## src/verilog/rtg_pkg.sv

```systemverilog
`default_nettype none

package rtg_pkg;

  ////////////////////////////////////////////////////////////
  // Sizes
  ////////////////////////////////////////////////////////////
  localparam int FRAME_ADDR_W = 12;                  // Frame memory word address
  localparam int FRAME_DEPTH  = 1 << FRAME_ADDR_W;   // Words in frame memory
  localparam int WORD_W       = 16;                  // Frame word
  localparam int COLOR_W      = 8;                   // Per channel
  localparam int FIFO_DEPTH   = 16;                  // Stream FIFO words
  localparam int FIFO_AW      = $clog2(FIFO_DEPTH);
  localparam int CNT_W        = FIFO_AW + 1;         // Holds 0..FIFO_DEPTH
  localparam int BURST_LEN    = 8;                   // Words per fetch burst
  localparam int CLUT_DEPTH   = 256;
  localparam int CLUT_IDX_W   = $clog2(CLUT_DEPTH);
  localparam int PIX_CNT_W    = 3;                   // Clocks per fetch counter
  localparam int VB_CNT_W     = 5;                   // Extra blank lines
  localparam int BASE_ALIGN   = 4;                   // Low zero bits of base

  ////////////////////////////////////////////////////////////
  // Types
  ////////////////////////////////////////////////////////////
  typedef struct packed {
    logic [COLOR_W-1:0] r;
    logic [COLOR_W-1:0] g;
    logic [COLOR_W-1:0] b;
  } rgb_t;

  typedef struct packed {
    logic [4:0] red;
    logic [5:0] green;
    logic [4:0] blue;
  } rgb565_t;

  typedef struct packed {
    logic [CLUT_IDX_W-1:0] hi_idx;                   // Second pixel
    logic [CLUT_IDX_W-1:0] lo_idx;                   // First pixel
  } clut_pair_t;

  // One frame word, read as hi-colour or as two palette indices
  typedef union packed {
    rgb565_t    rgb565;
    clut_pair_t clut;
  } frame_word_u;

  typedef struct packed {
    logic                           ena;             // RTG screen on
    logic                           clut_mode;       // 8-bit indexed
    logic                           ext;             // Active area one clock longer
    logic [PIX_CNT_W-1:0]           pixel_width;     // Clocks per fetch minus one
    logic [VB_CNT_W-1:0]            vb_end;          // Extra blank lines
    logic [FRAME_ADDR_W-BASE_ALIGN-1:0] base_addr;   // Above alignment bits
  } rtg_cfg_t;

  typedef struct packed {
    logic hs;
    logic vs;
    logic cs;
    logic hblank;
    logic vblank;
    logic osd_window;
    logic osd_pixel;
    rgb_t rgb;
  } video_in_t;

  typedef struct packed {
    logic hs;
    logic vs;
    logic cs;
    rgb_t rgb;
  } video_out_t;

  typedef struct packed {
    logic                    req;
    logic                    we;
    logic                    clut_sel;           // Palette instead of frame
    logic [FRAME_ADDR_W-1:0] addr;
    logic [WORD_W-1:0]       wdata;
  } host_req_t;

  typedef struct packed {
    logic                    en;
    logic                    we;
    logic [FRAME_ADDR_W-1:0] addr;
    logic [WORD_W-1:0]       wdata;
  } mem_req_t;

  // RGB565 to 888, top bits repeated into the low bits
  function automatic rgb_t rgb565_expand(input frame_word_u w);
    rgb_t c;
    c.r = {w.rgb565.red, w.rgb565.red[4:2]};
    c.g = {w.rgb565.green, w.rgb565.green[5:4]};
    c.b = {w.rgb565.blue, w.rgb565.blue[4:2]};
    return c;
  endfunction

endpackage

`default_nettype wire

```

## src/verilog/rtg_stream_fetch.sv

```systemverilog
`default_nettype none

module rtg_stream_fetch
  import rtg_pkg::*;
(
  input  wire logic                    CLK_114,
  input  wire logic                    rst,
  input  wire rtg_cfg_t                cfg,
  input  wire logic                    vblank,
  // Arbiter side
  output logic                         fetch_req,
  output logic      [FRAME_ADDR_W-1:0] fetch_addr,
  input  wire logic                    fetch_grant,
  input  wire logic                    fill,
  input  wire logic [WORD_W-1:0]       fill_data,
  // Display side
  input  wire logic                    pixel_pull,
  output frame_word_u                  fifo_word     // First-word fall-through
);

  logic                    clear;                    // Restart the stream
  logic [FRAME_ADDR_W-1:0] base_full;
  logic [FRAME_ADDR_W-1:0] rd_addr;                  // Next frame word
  logic [CNT_W-1:0]        wr_ptr;
  logic [CNT_W-1:0]        rd_ptr;
  logic [CNT_W-1:0]        level;                    // Words in FIFO
  logic [CNT_W-1:0]        in_flight;                // Granted, not yet filled
  logic [CNT_W-1:0]        burst_left;
  logic [CNT_W:0]          committed;                // Level plus in flight
  logic                    granted;
  logic                    empty;
  logic [WORD_W-1:0]       fifo_mem [FIFO_DEPTH];
  logic [WORD_W-1:0]       last_word;                // Shown when empty

  assign clear      = vblank | ~cfg.ena;
  assign base_full  = {cfg.base_addr, {BASE_ALIGN{1'b0}}};
  assign granted    = fetch_req & fetch_grant;
  assign level      = wr_ptr - rd_ptr;
  assign empty      = (wr_ptr == rd_ptr);
  assign committed  = {1'b0, level} + {1'b0, in_flight};
  assign fetch_addr = rd_addr;

  ////////////////////////////////////////////////////////////
  // Address, bursts and pointers
  ////////////////////////////////////////////////////////////
  always_ff @(posedge CLK_114) begin
    if (rst || clear) begin
      rd_addr    <= base_full;                       // Top of frame
      wr_ptr     <= '0;
      rd_ptr     <= '0;
      in_flight  <= '0;
      burst_left <= '0;
      fetch_req  <= 1'b0;
    end else begin
      if (granted) begin
        rd_addr <= rd_addr + 1'b1;                   // Wraps at memory size
      end
      if (fetch_req) begin
        if (fetch_grant) begin
          burst_left <= burst_left - 1'b1;
          if (burst_left == CNT_W'(1)) begin
            fetch_req <= 1'b0;                       // Burst done
          end
        end
      end else if (committed <= FIFO_DEPTH - BURST_LEN) begin
        fetch_req  <= 1'b1;                          // Room for a burst
        burst_left <= CNT_W'(BURST_LEN);
      end
      unique case ({granted, fill})
        2'b10:   in_flight <= in_flight + 1'b1;
        2'b01:   in_flight <= in_flight - 1'b1;
        default: in_flight <= in_flight;
      endcase
      if (fill) begin
        wr_ptr <= wr_ptr + 1'b1;
      end
      if (pixel_pull && !empty) begin
        rd_ptr <= rd_ptr + 1'b1;
      end
    end
  end

  ////////////////////////////////////////////////////////////
  // FIFO storage
  ////////////////////////////////////////////////////////////
  always_ff @(posedge CLK_114) begin
    if (fill && !clear) begin
      fifo_mem[wr_ptr[FIFO_AW-1:0]] <= fill_data;    // Lands 1 cycle after grant
    end
    if (pixel_pull && !empty) begin
      last_word <= fifo_mem[rd_ptr[FIFO_AW-1:0]];
    end
  end

  assign fifo_word = empty ? frame_word_u'(last_word)
                           : frame_word_u'(fifo_mem[rd_ptr[FIFO_AW-1:0]]);

endmodule

`default_nettype wire

```

## config.mk

```make
export PLATFORM = sky130hd
export DESIGN_NAME = rtg_stream_fetch
export DESIGN_NICKNAME = d
export VERILOG_FILES = /design/src/verilog/rtg_pkg.sv /design/src/verilog/rtg_stream_fetch.sv
export SDC_FILE = /design/constraint.sdc
export NUM_CORES = 1
export LEC_CHECK = 0
export BUFFER_PORTS_ARGS = -buffer_cell sky130_fd_sc_hd__buf_2
export CAP_MARGIN = 10
export CORE_ASPECT_RATIO = 1.5
export CORE_MARGIN = 2
export CORE_UTILIZATION = 50
export CTS_CLUSTER_SIZE = 16
export DETAILED_ROUTE_END_ITERATION = 8
export GPL_TIMING_DRIVEN = 0
export PLACE_DENSITY = 0.73
export SETUP_SLACK_MARGIN = 0.2
export SYNTH_ARGS = -nofsm -noshare
export SYNTH_HDL_FRONTEND = slang
export SYNTH_SLANG_ARGS = --single-unit
```

## constraint.sdc

```tcl
create_clock -name CLK_114 -period 3.31 [get_ports CLK_114]
set_clock_uncertainty 0.2 [all_clocks]
set_input_delay 0 -clock CLK_114 [delete_from_list [all_inputs] [get_ports CLK_114]]
set_output_delay 0 -clock CLK_114 [all_outputs]
set_load 0.005 [all_outputs]
```

---- After elaboration in Yosys (flattened, before gate mapping) ----
Memory sizes are Yosys's and may differ from the RTL's. A register that Yosys moved wholly into a read port is not among the register bits.
Cells that the tools add are included.
operators by class
  equal/unequal tests ..................... 5
  multiplexer cells ....................... 15
  $lt $le $gt $ge ......................... 1
  bitwise operators ....................... 3
  $mul .................................... 0
  shifts and indexed selects .............. 0
  reduce and logical (&&, ||, !) cells .... 9
  divide/modulo/power cells ............... 0
  add/subtract/negate cells ............... 8
operators with widths
  operator                                                                  number
  12-bit two-way mux                                                        2
  16-bit two-way mux                                                        1
  5-bit by 1-bit adder with 5-bit output (second input constant)            3
  5-bit two-way mux                                                         3
  12-bit by 1-bit adder with 12-bit output (second input constant)          1
  5-bit case mux with 2 select lines                                        1
  5-bit by 1-bit subtractor with 5-bit output (second input constant)       2
  4-bit two-way mux                                                         2
  5-bit by 5-bit adder with 6-bit output                                    1
  6-bit by 4-bit <= comparator with 1-bit output (second input constant)    1
  1-bit two-way mux                                                         6
  2-bit nonzero test                                                        3
  5-bit by 1-bit == test with 1-bit output (second input constant)          1
  5-bit == test                                                             1
  5-bit subtractor                                                          1
  2-bit by 1-bit == test with 1-bit output (second input constant)          1
  2-bit == test (second input constant)                                     1
  1-bit logical AND                                                         2
  1-bit zero test                                                           2
  2-bit by 1-bit inequality test with 1-bit output (second input constant)  1
  2-bit AND reduction                                                       1
  1-bit bitwise AND                                                         1
  1-bit logical OR                                                          1
  1-bit inverter                                                            1
  1-bit bitwise OR                                                          1
word-level totals
  memories kept ........................... 1
  register bits after elaboration ......... 49
  latch bits .............................. 0
  ROM bits ................................ 0
  input bits .............................. 41
  memory bits (writable) .................. 256
  logic and storage cells ................. 50
memory list
  name      depth  bits a word  read ports  clocked after Yosys merged registers in  write ports  RTL line                text
  fifo_mem  16     16           1           1                                        1            rtg_stream_fetch.sv:32  logic [WORD_W-1:0] fifo_mem [FIFO_DEPTH];

---- Logic depth before layout (Yosys ltp) ----
Gate-level depths: netlist (run 1).
  depth after elaboration ................. 6
  mapped depth ............................ 13

---- Worst setup path after synthesis (run 1) ----
Ideal clock, no wire load.
  path type ............................... register to register
  from .................................... register wr_ptr[0]
  to ...................................... register burst_left[1]
  buffers on the path ..................... 0
  period minus slack after synthesis ...... 3.064 ns
  cell stages (with the launch flop) ...... 14
  setup time .............................. 0.116 ns
  slack ................................... 0.246 ns
  data arrival time ....................... 2.747 ns
  cells stage by stage .................... dfxtp_1 inv_1 ha_1 inv_1 fa_1 a21o_1 a21oi_1 xor2_1 ha_1 or3_1 nor3_1 nor4bb_1 nor3_1 a41o_1
between the ends
  longest elaborated chain between the ends .. 5
ends and longest elaborated chain
  item                                            RTL line                text
  start: declaration                              rtg_stream_fetch.sv:24  logic [CNT_W-1:0] wr_ptr;
  start signal: assignment                        rtg_stream_fetch.sv:75  wr_ptr <= wr_ptr + 1'b1;
  5-bit subtractor                                rtg_stream_fetch.sv:38  assign level = wr_ptr - rd_ptr;
  5-bit by 5-bit adder with 6-bit output          rtg_stream_fetch.sv:40  assign committed = {1'b0, level} + {1'b0, in_flight};
  6-bit by 4-bit <= comparator with 1-bit output  rtg_stream_fetch.sv:65  end else if (committed <= FIFO_DEPTH - BURST_LEN) begin
  2-bit nonzero test (no source line)             n/a
  2-bit AND reduction (no source line)            n/a
  end signal: assignment                          rtg_stream_fetch.sv:60  burst_left <= burst_left - 1'b1;
  end signal: assignment                          rtg_stream_fetch.sv:67  burst_left <= CNT_W'(BURST_LEN);
  end: declaration                                rtg_stream_fetch.sv:28  logic [CNT_W-1:0] burst_left;
No other way between the ends.
A chain may end at the register's enable or synchronous reset.

---- Worst setup path in the final report (run 1) ----
Ends and elaborated chain as after synthesis.

==> results by group, run 1 <==
Floorplan
  • IO Pins: 70
  • Core Region: 0.02576 sq mm
  • DIE AREA: 0.02743 sq mm
  • Row cnt: 72
  • Die width: 135.9 um
  • Initial Util: 50.63%
  • Die Ht: 201.8 um

Detailed routing
  • Initial DRC Count: 592
  • Drc violations: 0
  • Drt wl/cell: 22.68 um
  • DR vias/cell: 5.807
  • Routed Antenna Nets: 0
  • Drt pass-1 iters: 6
  • Post-Route WL: 28.22 mm
  • Routed vias: 7224

Setup path
  • Worst Setup Path Type: flop to flop
  • Critical path data required time: 3550 ps
  • CP Capture Type: flop
  • Reg2Reg Setup Slack: 270 ps
  • CP Launch Point: wr_ptr[0]$_SDFFE_PP0P_
  • Worst reg2reg path depth: 13
  • CP max FO: 6
  • CP Capture Point: burst_left[1]$_SDFFE_PP0P_
  • CP arrival: 3280 ps
  • CP Launch Type: flop
  • Worst r2r src: wr_ptr[0]$_SDFFE_PP0P_
  • R2R Path End: burst_left[1]$_SDFFE_PP0P_

Status
  • Status: completed

Logic synthesis
  • Post-synthesis sequential area ratio: 68.90%
  • Cells after synthesis: 740
  • Syn_nets: 805
  • Area leader, netlist: edfxtp_1
  • Ys async rst share: 0%
  • Ys Warns: 0
  • Most used DFF post-synth: edfxtp_1
  • Syn Area/Cell: 17.63 sq um
  • Mapped Area: 0.01305 sq mm
  • Number of synthesized flops with an enable pin: 280
  • Area contributors post-synth: edfxtp_1 (64%), mux4_2 (6.7%), mux4_1 (5.0%)
  • Synth cell types: 49
  • Share of the synthesized area in the top cell type: 64.45%
  • Number of synthesized register bits: 309

Power
  • Leak pwr: 5.140 nW
  • Cell area power density: 498.2 mW/mm^2
  • Worst VDD drop: 0.4358 mV

Clock tree
  • TritonCTS buffer count: 29
  • Bufs on Longest Clock Path: 3
  • Worst-Skew Late Latency: 550 ps
  • CTS Sinks: 309
  • Clock H-tree levels: 1
  • CTS tree: yes
  • CTS clk-pin slew, worst paths: 60 ps
  • Root Driver: clkbuf_16

Finish
  • Most frequent cells in the layout: edfxtp_1 (280), buf_2 (60), nand2_1 (43)
  • Fill cells: 1914
  • Commonest non-fill, non-tap cell in the layout: edfxtp_1
  • Layout cell share with drive strength beyond 1: 26.34%
  • Nets: 954
  • Multi-input gate area: 0.003782 sq mm
  • # diodes: 0
  • Non-filler cells, final: 1244
  • Storage cell area: 0.008996 sq mm
  • Util after Layout: 59.93%
  • Area delta synth->final: 18.37%

Place
  • Dpl cells: 1149
  • DP Wirelength: 19.35 mm
  • Final Wtd Congestion: 0.7830
  • Port buffer count: 59

STA
  • Slew @ Worst Pin: 940.0 ps
  • Unrepaired setup endpoints after global routing: yes
  • Slew Limit Headroom: 37.33%
  • Slew Viols, Final: 0
  • Clock period minus worst slack: 3044 ps
  • Peak Freq: 328.5 MHz
  • Final Hold Fails: 0
  • Final setup vio count: 0
  • Final period util: 91.96%

Global routing
  • Number of global-route vias before repair: 7598
  • Initial antenna violation count: 0
  • GRT Util Overall: 20.91%
  • Largest net degree at the start of global routing: 17
  • GRT overflow: 0
  • Global-route wire length before repair: 42.48 mm

Job
  • MaxCap Viol Count: 0

Worst hold path
  • Hold path cells: 5
  • Min-delay worst type: input port to flop
worst min-delay path by stage:
stage | startpoint | endpoint | slack, ps
after floorplan | fill_data[0] | fifo_mem[0][0]$_DFFE_PP_ | -100
after global routing | fetch_grant | fetch_req$_SDFF_PP0_ | 160
after detailed placement | cfg[7] | fetch_addr[11]$_DFFE_PP_ | 80
final | fetch_grant | fetch_req$_SDFF_PP0_ | 120
after CTS | fetch_grant | fetch_req$_SDFF_PP0_ | 120
after global placement | cfg[5] | fetch_addr[9]$_DFFE_PP_ | 80
routing by layer:
layer	vias up	GRT usage (%)	wire length (um)
li1	3246	-	-
met1	3658	24.22	10320
met2	273	39.03	15550
met3	47	2.358	1471
met4	0	8.296	877
met5	-	0	0
report_power, final:
group | switching (W) | total [W] | internal (W)
Sequential | 0.0000161 | 0.00429 | 0.00427
Clock | 0.00139 | 0.00313 | 0.00174
Combinational | 0.000154 | 0.000274 | 0.000120
Total | 0.00156 | 0.00769 | 0.00613
final cells by class:
type / count / area share, %
multi-input cells: 374 / 24.50
well taps: 333 / 2.698
clock buffers: 36 / 5.000
clock inverters: 17 / 0.7941
flip-flops and latches: 309 / 58.26
plain buffers: 37 / 2.220
inverters: 20 / 0.5267
repair buffers: 118 / 6.004
kinds of logic (layout without fill, tap and decap cells):
| logic type | after synthesis | count (layout) | synth area share, % |
|---|---|---|---|
| adder cells (fa/ha/maj) | 24 | 24 | 2.475 |
| AND/OR/NAND/NOR | 157 | 157 | 5.630 |
| multiplexers | 67 | 67 | 12.00 |
| flip-flops | 309 | 309 | 68.90 |
| buffers and inverters | 57 | 228 | 3.146 |
| AO/OA/AOI/OAI | 98 | 98 | 5.966 |
| XOR/XNOR | 28 | 28 | 1.880 |
synthesized netlist by cell type, types with 2 or more instances:
cell type and count:
nand2b_1 2, o21a_1 2, a21oi_1 27, ha_1 21, dfxtp_1 29, or3_1 2
fa_1 3, nand4_1 7, a21o_1 5, mux4_1 25, nor2_1 44, nor2b_1 19
xnor2_1 13, a221o_1 16, edfxtp_1 280, inv_1 19, a21boi_0 16, nand3_1 4
nor3_1 26, a211oi_2 15, and3_1 4, clkbuf_8 12, clkbuf_1 11, xor2_1 15
mux4_2 39, buf_6 6, o31ai_1 2, o21ai_0 8, a32o_1 2, buf_2 3
nand2_1 43, mux2i_1 3
timing repair:
action | CTS | global route
hold buffers | 38 | 0
gates resized for setup | 10 | 25
endpoints found under the setup margin | 22 | 19
gates cloned | 0 | 0
pin swaps | 2 | 7
hold endpoints to repair | 305 | 0
buffers inserted | 0 | 4
metrics by stage:
| stage | cell area [sq um] | setup TNS [ps] | power (W) | setup slack (ps) | hold WS [ps] |
|---|---|---|---|---|---|
| floorplan | 13050 | 0 | 0.004476 | 246.4 | -101.1 |
| global placement | 13760 | -274.9 | 0.004586 | -80.49 | 76.99 |
| detailed placement | 14020 | -363.3 | 0.004598 | -101.5 | 76.22 |
| CTS | 15330 | 0 | 0.007725 | 172.3 | 121.3 |
| global route | 15440 | 0 | 0.007902 | 154.9 | 156.7 |
| finish | 15440 | 0 | 0.007693 | 266.2 | 123.3 |
critical path, stage by stage, from the launching register on:
cell and delay, ps:
dfxtp_4 360, inv_4 80, ha_4 130, inv_2 40, fa_2 340, a21o_1 170
a21oi_2 140, xor2_1 100, ha_2 220, or3_4 360, nor3_4 210, nor4bb_4 270
nor3_4 110, a41o_1 240
state kept, by name, summed over array words and instances (netlist names), named ones only:
signal and flops:
fifo_mem 256, last_word 16, fetch_addr 12, burst_left 5, in_flight 5, rd_ptr 5
wr_ptr 5, fetch_req 1
(Power assumes the default switching activity.)
==> inputs of run 2 (changes only) <==
--- a/config.mk
+++ b/config.mk
@@ -5,6 +5,7 @@
 export SDC_FILE = /design/constraint.sdc
 export NUM_CORES = 1
 export LEC_CHECK = 0
+export ABC_AREA = 1
 export BUFFER_PORTS_ARGS = -buffer_cell sky130_fd_sc_hd__buf_2
 export CAP_MARGIN = 10
 export CORE_ASPECT_RATIO = 1.5
@@ -12,7 +13,6 @@
 export CORE_UTILIZATION = 50
 export CTS_CLUSTER_SIZE = 16
 export DETAILED_ROUTE_END_ITERATION = 8
-export GPL_TIMING_DRIVEN = 0
 export PLACE_DENSITY = 0.73
 export SETUP_SLACK_MARGIN = 0.2
 export SYNTH_ARGS = -nofsm -noshare
==> results by group, run 2 <==
Status
  • Status: completed

Logic synthesis
  • Largest family of logic cells by synthesized area: simple AND/OR/NAND/NOR gates
  • Area contributors post-synth: edfxtp_1 (63%), nand2_1 (5.5%), inv_1 (5.1%)
  • Number of synthesized flops with an enable pin: 280 (unchanged)
  • Share of the synthesized area in the top cell type: 62.94% (-1.5 points)
  • Synth Area in Adders: 2.416% (-0.058 points)
  • Mux contribution to synthesized area: 0% (-12 points)
  • Number of synthesized register bits: 309 (unchanged)
  • Syn Area/Cell: 11.18 sq um (-37%)
  • Mapped Area: 0.01336 sq mm (+2.4%)
  • Most used DFF post-synth: edfxtp_1
  • Area leader, netlist: edfxtp_1
  • Syn_nets: 1260 (+57%)
  • Ys Warns: 0 (unchanged)
  • Post-synthesis sequential area ratio: 67.28% (-1.6 points)
  • Cell with the most instances after synthesis: edfxtp_1
  • Synth cell types: 28 (-43%)
  • Post-synthesis simple-gate area fraction: 11.65% (+6.0 points)
  • Compound-Gate Fraction of Synth Area: 10.56% (+4.6 points)
  • Post-Synth XOR/XNOR Area: 0.7212% (-1.2 points)
  • Ys async rst share: 0% (unchanged)
  • Cells after synthesis: 1195 (+61%)
  • Synth cell count leaders: edfxtp_1 (280), nand2_1 (196), inv_1 (182)

Finish
  • Most frequent cells in the layout: edfxtp_1 (280), nand2_1 (196), inv_1 (181)
  • Layout cell share with drive strength beyond 1: 11.26% (-15 points)
  • Commonest non-fill, non-tap cell in the layout: edfxtp_1
  • Area delta synth->final: 14.31%
  • Util after Layout: 57.85% (-2.1 points)
  • Nets: 1350 (+42%)
  • Max FFs per register: 256 (unchanged)

STA
  • Final period util: 85.65% (-6.3 points)
  • Min setup slack post-route: 474.9 ps (+208.6 ps)
  • Final Hold Fails: 0 (unchanged)
  • Clock period minus worst slack: 2835 ps (-208.6 ps)
  • Final setup vio count: 0 (unchanged)
  • Peak Freq: 352.7 MHz (+7.4%)
  • Slew @ Worst Pin: 925.6 ps (-14.45 ps)
  • Unrepaired setup endpoints after global routing: no
  • Setup_tns: 0 ps (unchanged)
  • Slew Limit Headroom: 38.23% (+0.90 points)
  • Slew Viols, Final: 0 (unchanged)

Setup path
  • Worst reg2reg path depth: 16 (+3)
  • Reg2Reg Setup Slack: 470 ps (+210 ps)
  • CP Launch Type: flop
  • CP max FO: 6 (unchanged)
  • Worst Setup Path Type: flop to flop
  • CP Capture Type: flop
  • CP arrival: 3020 ps (-260 ps)
  • R2R Path End: burst_left[3]$_SDFFE_PP0P_
  • Worst r2r src: wr_ptr[0]$_SDFFE_PP0P_
  • Critical path data required time: 3490 ps (-60 ps)

Global routing
  • Largest net degree at the start of global routing: 73 (+56)
  • GRT overflow: 0 (unchanged)
  • Initial antenna violation count: 2 (+2)
  • Number of global-route vias before repair: 8774 (+15%)
  • Global-route wire length before repair: 44.82 mm (+5.5%)
  • GRT Util Overall: 20.72% (-0.19 points)

Floorplan
  • Core Region: 0.02640 sq mm (+2.5%)
  • DIE AREA: 0.02807 sq mm (+2.3%)
  • Die width: 137.5 um (+1.2%)
  • Row cnt: 73 (+1.4%)
  • IO Pins: 70 (unchanged)
  • Die Ht: 204.2 um (+1.2%)
  • Initial Util: 50.61% (about the same)

Clock tree
  • Root Driver: clkbuf_16
  • CTS Sinks: 309 (unchanged)
  • CTS clk-pin slew, worst paths: 70 ps (about the same)
  • CTS tree: yes
  • Bufs on Longest Clock Path: 3 (unchanged)
  • TritonCTS buffer count: 27 (-6.9%)
  • Worst-Skew Late Latency: 530 ps (-20 ps)
  • Clock H-tree levels: 1 (unchanged)

Worst hold path
  • Min-delay worst type: input port to flop
  • Hold path cells: 7 (+2)
  • Worst hold start: vblank
  • Hold Path Sink: fetch_addr[2]$_SDFFE_PP0P_

Place
  • DP Wirelength: 16.98 mm (-12%)
  • Port buffer count: 59 (unchanged)
  • Post-Place Setup Slack: 482.3 ps (+583.8 ps)
  • Final Wtd Congestion: 0.8121 (+3.7%)

Detailed routing
  • DR vias/cell: 5.467 (-5.9%)
  • Drt pass-1 iters: 5 (-1)
  • Routed Antenna Nets: 0 (unchanged)
  • Initial DRC Count: 747 (+26%)
  • Routed vias: 8982 (+24%)
  • Drc violations: 0 (unchanged)
  • Drt wl/cell: 17.38 um (-23%)
  • Post-Route WL: 28.56 mm (+1.2%)

Power
  • Worst VDD drop: 0.4950 mV (+14%)
  • Cell area power density: 496.9 mW/mm^2 (-0.26%)
  • Leak pwr: 5.684 nW (+11%)

Job
  • MaxCap Viol Count: 0 (unchanged)
## run 2: cell count changes after synthesis, sizes merged, moves of 20 or more
cell,change
o21ai,+77
buf,+20
o211ai,+64
nand3,+118
nand2,+155
mux4,-64
a21oi,+65
inv,+163
## run 2: how the worst max path moves through the flow
| stage | to | slack, ps | from |
|---|---|---|---|
| after floorplan | burst_left[3]$_SDFFE_PP0P_ | 770 | wr_ptr[0]$_SDFFE_PP0P_ |
| after global placement | burst_left[3]$_SDFFE_PP0P_ | 530 | wr_ptr[0]$_SDFFE_PP0P_ |
| after detailed placement | burst_left[3]$_SDFFE_PP0P_ | 480 | wr_ptr[0]$_SDFFE_PP0P_ |
| after CTS | fifo_word[1] | 300 | rd_ptr[2]$_SDFFE_PP0P_ |
| after global routing | burst_left[3]$_SDFFE_PP0P_ | 200 | rd_ptr[0]$_SDFFE_PP0P_ |
| final | burst_left[3]$_SDFFE_PP0P_ | 470 | wr_ptr[0]$_SDFFE_PP0P_ |
## run 2: kinds of logic (layout without fill, tap and decap cells)
logic type	after synthesis	in the layout
AND/OR/NAND/NOR	365	365
XOR/XNOR	11	11
AO/OA/AOI/OAI	247	247
adder cells (fa/ha/maj)	24	24
other	0	1
flip-flops	309	309
buffers and inverters	239	349
## run 2: worst max-delay path: stages, from the launching register on
cell and delay (ps):
dfxtp_1 350, inv_1 120, ha_1 180, inv_1 50, fa_1 540, inv_1 70
fa_1 400, inv_1 80, nand2_1 70, nand2_1 60, nand3_1 60, nand2_1 70
nor2_1 40, nand2_1 150, nand2_1 120, nand2_1 80, a21oi_1 50
## run 2: power by group
part | internal [W] | switching (W) | total [W]
combinational | 0.0000966 | 0.000156 | 0.000253
sequential | 0.00427 | 0.0000223 | 0.00429
clock | 0.00173 | 0.00131 | 0.00304
total | 0.00610 | 0.00149 | 0.00759
## run 2: cell type report
class	count	area [sq um]
Inverter	182	686.9
Clock buffer	33	698.2
Multi-Input combinational cell	647	3455
Clock inverter	16	147.6
Timing Repair Buffer	118	863.3
Antenna cell	1	2.502
Fill cell	2059	11130
Sequential cell	309	8996
Tap cell	337	421.7
## run 2: what timing repair did
item,CTS,global route
hold buffers,30,0
gates resized for setup,0,1
buffers inserted,0,0
endpoints found under the setup margin,0,9
hold endpoints to repair,297,0
## run 2: layer usage
layer | up-vias | GRT usage [%] | wire length (um) | part of all wire, %
li1 | 4319 | - | - | -
met1 | 4277 | 24.80 | 11000 | 39
met2 | 323 | 37.49 | 15110 | 53
met3 | 61 | 2.307 | 1527 | 5.3
met4 | 2 | 8.542 | 898 | 3.1
met5 | - | 0 | 12 | 0.042
## run 2: metrics by stage
stage               instances  area [sq um]  hold slack, ps  power [W]
finish                   1643         15270           30.94   0.007588
detailed placement       1563         14120           76.73   0.004602
CTS                      1642         15260           13.36   0.007612
global route             1643         15270           94.62   0.007799
global placement         1563         14120           76.27   0.004593
floorplan                1195         13360          -101.1   0.004486
==> inputs of run 3 (changes only) <==
--- a/config.mk
+++ b/config.mk
@@ -13,7 +13,7 @@
 export CORE_UTILIZATION = 50
 export CTS_CLUSTER_SIZE = 16
 export DETAILED_ROUTE_END_ITERATION = 8
-export PLACE_DENSITY = 0.73
+export PLACE_DENSITY = 0.67
 export SETUP_SLACK_MARGIN = 0.2
 export SYNTH_ARGS = -nofsm -noshare
 export SYNTH_HDL_FRONTEND = slang
==> results by group, run 3 (synthesized netlist as in run 2, its figures left out) <==
Setup path
  • CP Launch Type: flop
  • Worst reg2reg path depth: 17 (+1)
  • CP Launch Point: rd_ptr[2]$_SDFFE_PP0P_
  • Crit path buffers/inverters: 3 (-1)
  • Slowest CP cell: inv_1
  • Cell mode on critical path: nand2_1
  • R2R Path End: burst_left[2]$_SDFFE_PP0P_
  • Critical path data required time: 3110 ps (-380 ps)
  • CP Capture Type: primary output
  • CP arrival: 2680 ps (-340 ps)
  • Crit path depth: 9 (-7)
  • Worst r2r src: wr_ptr[0]$_SDFFE_PP0P_
  • CP peak stage delay: 550 ps (about the same)
  • Top delay family on crit path: buffers and inverters
  • CP Capture Point: fifo_word[14]
  • CP max FO: 16 (+10)
  • Worst Setup Path Type: flop to primary output
  • Critical path, cell by cell: inv_1 > ha_1 > nand2_1 > nor2_1 > nand2_2 > inv_1 > nand2_1 > nand2_1 > buf_2
  • Reg2Reg Setup Slack: 530 ps (+60 ps)

Power
  • Cell area power density: 522.7 mW/mm^2 (+5.2%)
  • Psw: 0.001609 W (+7.9%)
  • Worst VDD drop: 0.5261 mV (+6.3%)
  • Leak pwr: 5.792 nW (+1.9%)
  • Int Pwr: 0.006479 W (+6.3%)
  • Clock Power Share: 43.8% (+3.7 points)
  • Total chip power: 0.008088 W (+6.6%)
  • Reg power frac: 53.1% (-3.5 points)
  • Sw Share: 19.89% (+0.24 points)
  • Comb power frac: 3.1% (-0.2 points)

Floorplan
  • Core Region: 0.02640 sq mm (unchanged)
  • Die width: 137.5 um (unchanged)
  • Die Ht: 204.2 um (unchanged)
  • Row cnt: 73 (unchanged)
  • IO Pins: 70 (unchanged)
  • Initial Util: 50.61% (unchanged)
  • DIE AREA: 0.02807 sq mm (unchanged)

STA
  • Setup_tns: 0 ps (unchanged)
  • Final setup vio count: 0 (unchanged)
  • Slew @ Worst Pin: 842.3 ps (-83.23 ps)
  • Unrepaired setup endpoints after global routing: no
  • Peak Freq: 347.8 MHz (-1.4%)
  • Final Hold Fails: 0 (unchanged)
  • Slew Viols, Final: 0 (unchanged)
  • Final period util: 86.87% (+1.2 points)
  • Clock period minus worst slack: 2875 ps (+40.23 ps)
  • Slew Limit Headroom: 43.78% (+5.6 points)

Status
  • Status: completed

Detailed routing
  • Routed Antenna Nets: 0 (unchanged)
  • DR vias/cell: 5.360 (-2.0%)
  • Drt wl/cell: 17.53 um (+0.84%)
  • Post-Route WL: 28.94 mm (+1.3%)
  • Routed vias: 8849 (-1.5%)
  • Drc violations: 0 (unchanged)
  • Drt pass-1 iters: 6 (+1)
  • Initial DRC Count: 799 (+7.0%)

Finish
  • Max FFs per register: 256 (unchanged)
  • # diodes: 0 (-1)
  • Multi-input gate area: 0.003457 sq mm (about the same)
  • Most frequent cells in the layout: edfxtp_1 (280), nand2_1 (195), inv_1 (182)
  • Layout cell share with drive strength beyond 1: 12.33% (+1.1 points)
  • Storage cell area: 0.008996 sq mm (unchanged)
  • Final instance area: 0.01547 sq mm (+1.3%)
  • Fill cells: 2107 (+2.3%)
  • Non-filler cells, final: 1651 (+0.49%)
  • Util after Layout: 58.62% (+0.77 points)
  • Area delta synth->final: 15.84%
  • Nets: 1357 (+0.52%)
  • Commonest non-fill, non-tap cell in the layout: edfxtp_1

Global routing
  • Largest net degree at the start of global routing: 67 (-8.2%)
  • Number of global-route vias before repair: 8660 (-1.3%)
  • GRT Util Overall: 21.23% (+0.51 points)
  • Global-route wire length before repair: 45.64 mm (+1.8%)
  • Initial antenna violation count: 1 (-1)
  • GRT overflow: 0 (unchanged)

Place
  • Port buffer count: 59 (unchanged)
  • Cell Area, Placed: 0.01414 sq mm (+0.12%)
  • Final Wtd Congestion: 0.7695 (-5.2%)
  • DP Wirelength: 17.59 mm (+3.5%)
  • Dpl cells: 1567 (+0.26%)

Clock tree
  • Root Driver: clkbuf_16
  • TritonCTS buffer count: 29 (+7.4%)
  • Worst-Skew Late Latency: 550 ps (+20 ps)
  • Bufs on Longest Clock Path: 3 (unchanged)
  • Setup bufs post-CTS: 0 (unchanged)
  • CTS clk-pin slew, worst paths: 60 ps (about the same)
  • CTS Sinks: 309 (unchanged)
  • Clock H-tree levels: 1 (unchanged)
  • CTS tree: yes

Worst hold path
  • Min-delay worst type: input port to flop

Job
  • MaxCap Viol Count: 0 (unchanged)
## run 3: changes by cell type in the layout (fill, tap and decap cells not counted), moves of 2 or more
| cell | change |
|---|---|
| clkbuf_16 | +2 |
| inv_6 | +2 |
| buf_4 | +5 |
| clkbuf_1 | -3 |
| bufinv_16 | +3 |
| clkinv_1 | -4 |
## run 3: worst min path at each step
stage,start,cells after the start,end
after floorplan,fill_data[0],0,fifo_mem[0][0]$_DFFE_PP_
after global placement,cfg[6],3,fetch_addr[10]$_DFFE_PP_
after detailed placement,cfg[7],3,fetch_addr[11]$_DFFE_PP_
after CTS,cfg[18],3,fifo_mem[15][9]$_DFFE_PP_
after global routing,cfg[18],3,fifo_mem[15][8]$_DFFE_PP_
final,cfg[18],3,fifo_mem[15][8]$_DFFE_PP_
## run 3: final cells by class
class	count	share of cell area (%)
Inverter	182	4.415
Sequential cell	309	58.13
Clock buffer	33	4.851
Tap cell	337	2.725
Timing Repair Buffer	123	5.757
Clock inverter	20	1.779
Multi-Input combinational cell	647	22.34
## run 3: power groups by stage
stage | Clock, W | Combinational [W] | Sequential, W
2_1_floorplan | 0 | 0.000110 | 0.00438
4_1_cts | 0.00361 | 0.000256 | 0.00429
3_5_place_dp | 0 | 0.000226 | 0.00438
6_report | 0.00354 | 0.000254 | 0.00429
3_3_place_gp | 0 | 0.000218 | 0.00438
5_1_grt | 0.00375 | 0.000287 | 0.00429
## run 3: metal layers
layer	vias to the layer above	part of all wire, %	GRT usage (%)	wire length, um
li1	4345	-	-	-
met1	4212	41	27.65	12000
met2	240	50	36.67	14550
met3	50	5.4	2.579	1555
met4	2	2.8	7.180	812
met5	-	0.055	0	16
## run 3: worst min-delay path, cell delays in order
cell,delay [ps]
buf_2,90
nand2_1,250
nor2_2,230
## run 3: timing repair
| action | in CTS | in global routing |
|---|---|---|
| resized for setup | 0 | 1 |
| hold buffers | 31 | 0 |
| hold endpoints to repair | 293 | 0 |
| setup endpoints to repair | 0 | 2 |
## run 3: through the flow
| step | setup WS, ps | hold WS, ps |
|---|---|---|
| floorplan | 774.2 | -101.1 |
| global placement | 501.1 | 79.86 |
| detailed placement | 478.1 | 76.18 |
| CTS | 356.4 | 31.46 |
| global route | 200.7 | 40.42 |
| finish | 434.6 | 39.19 |
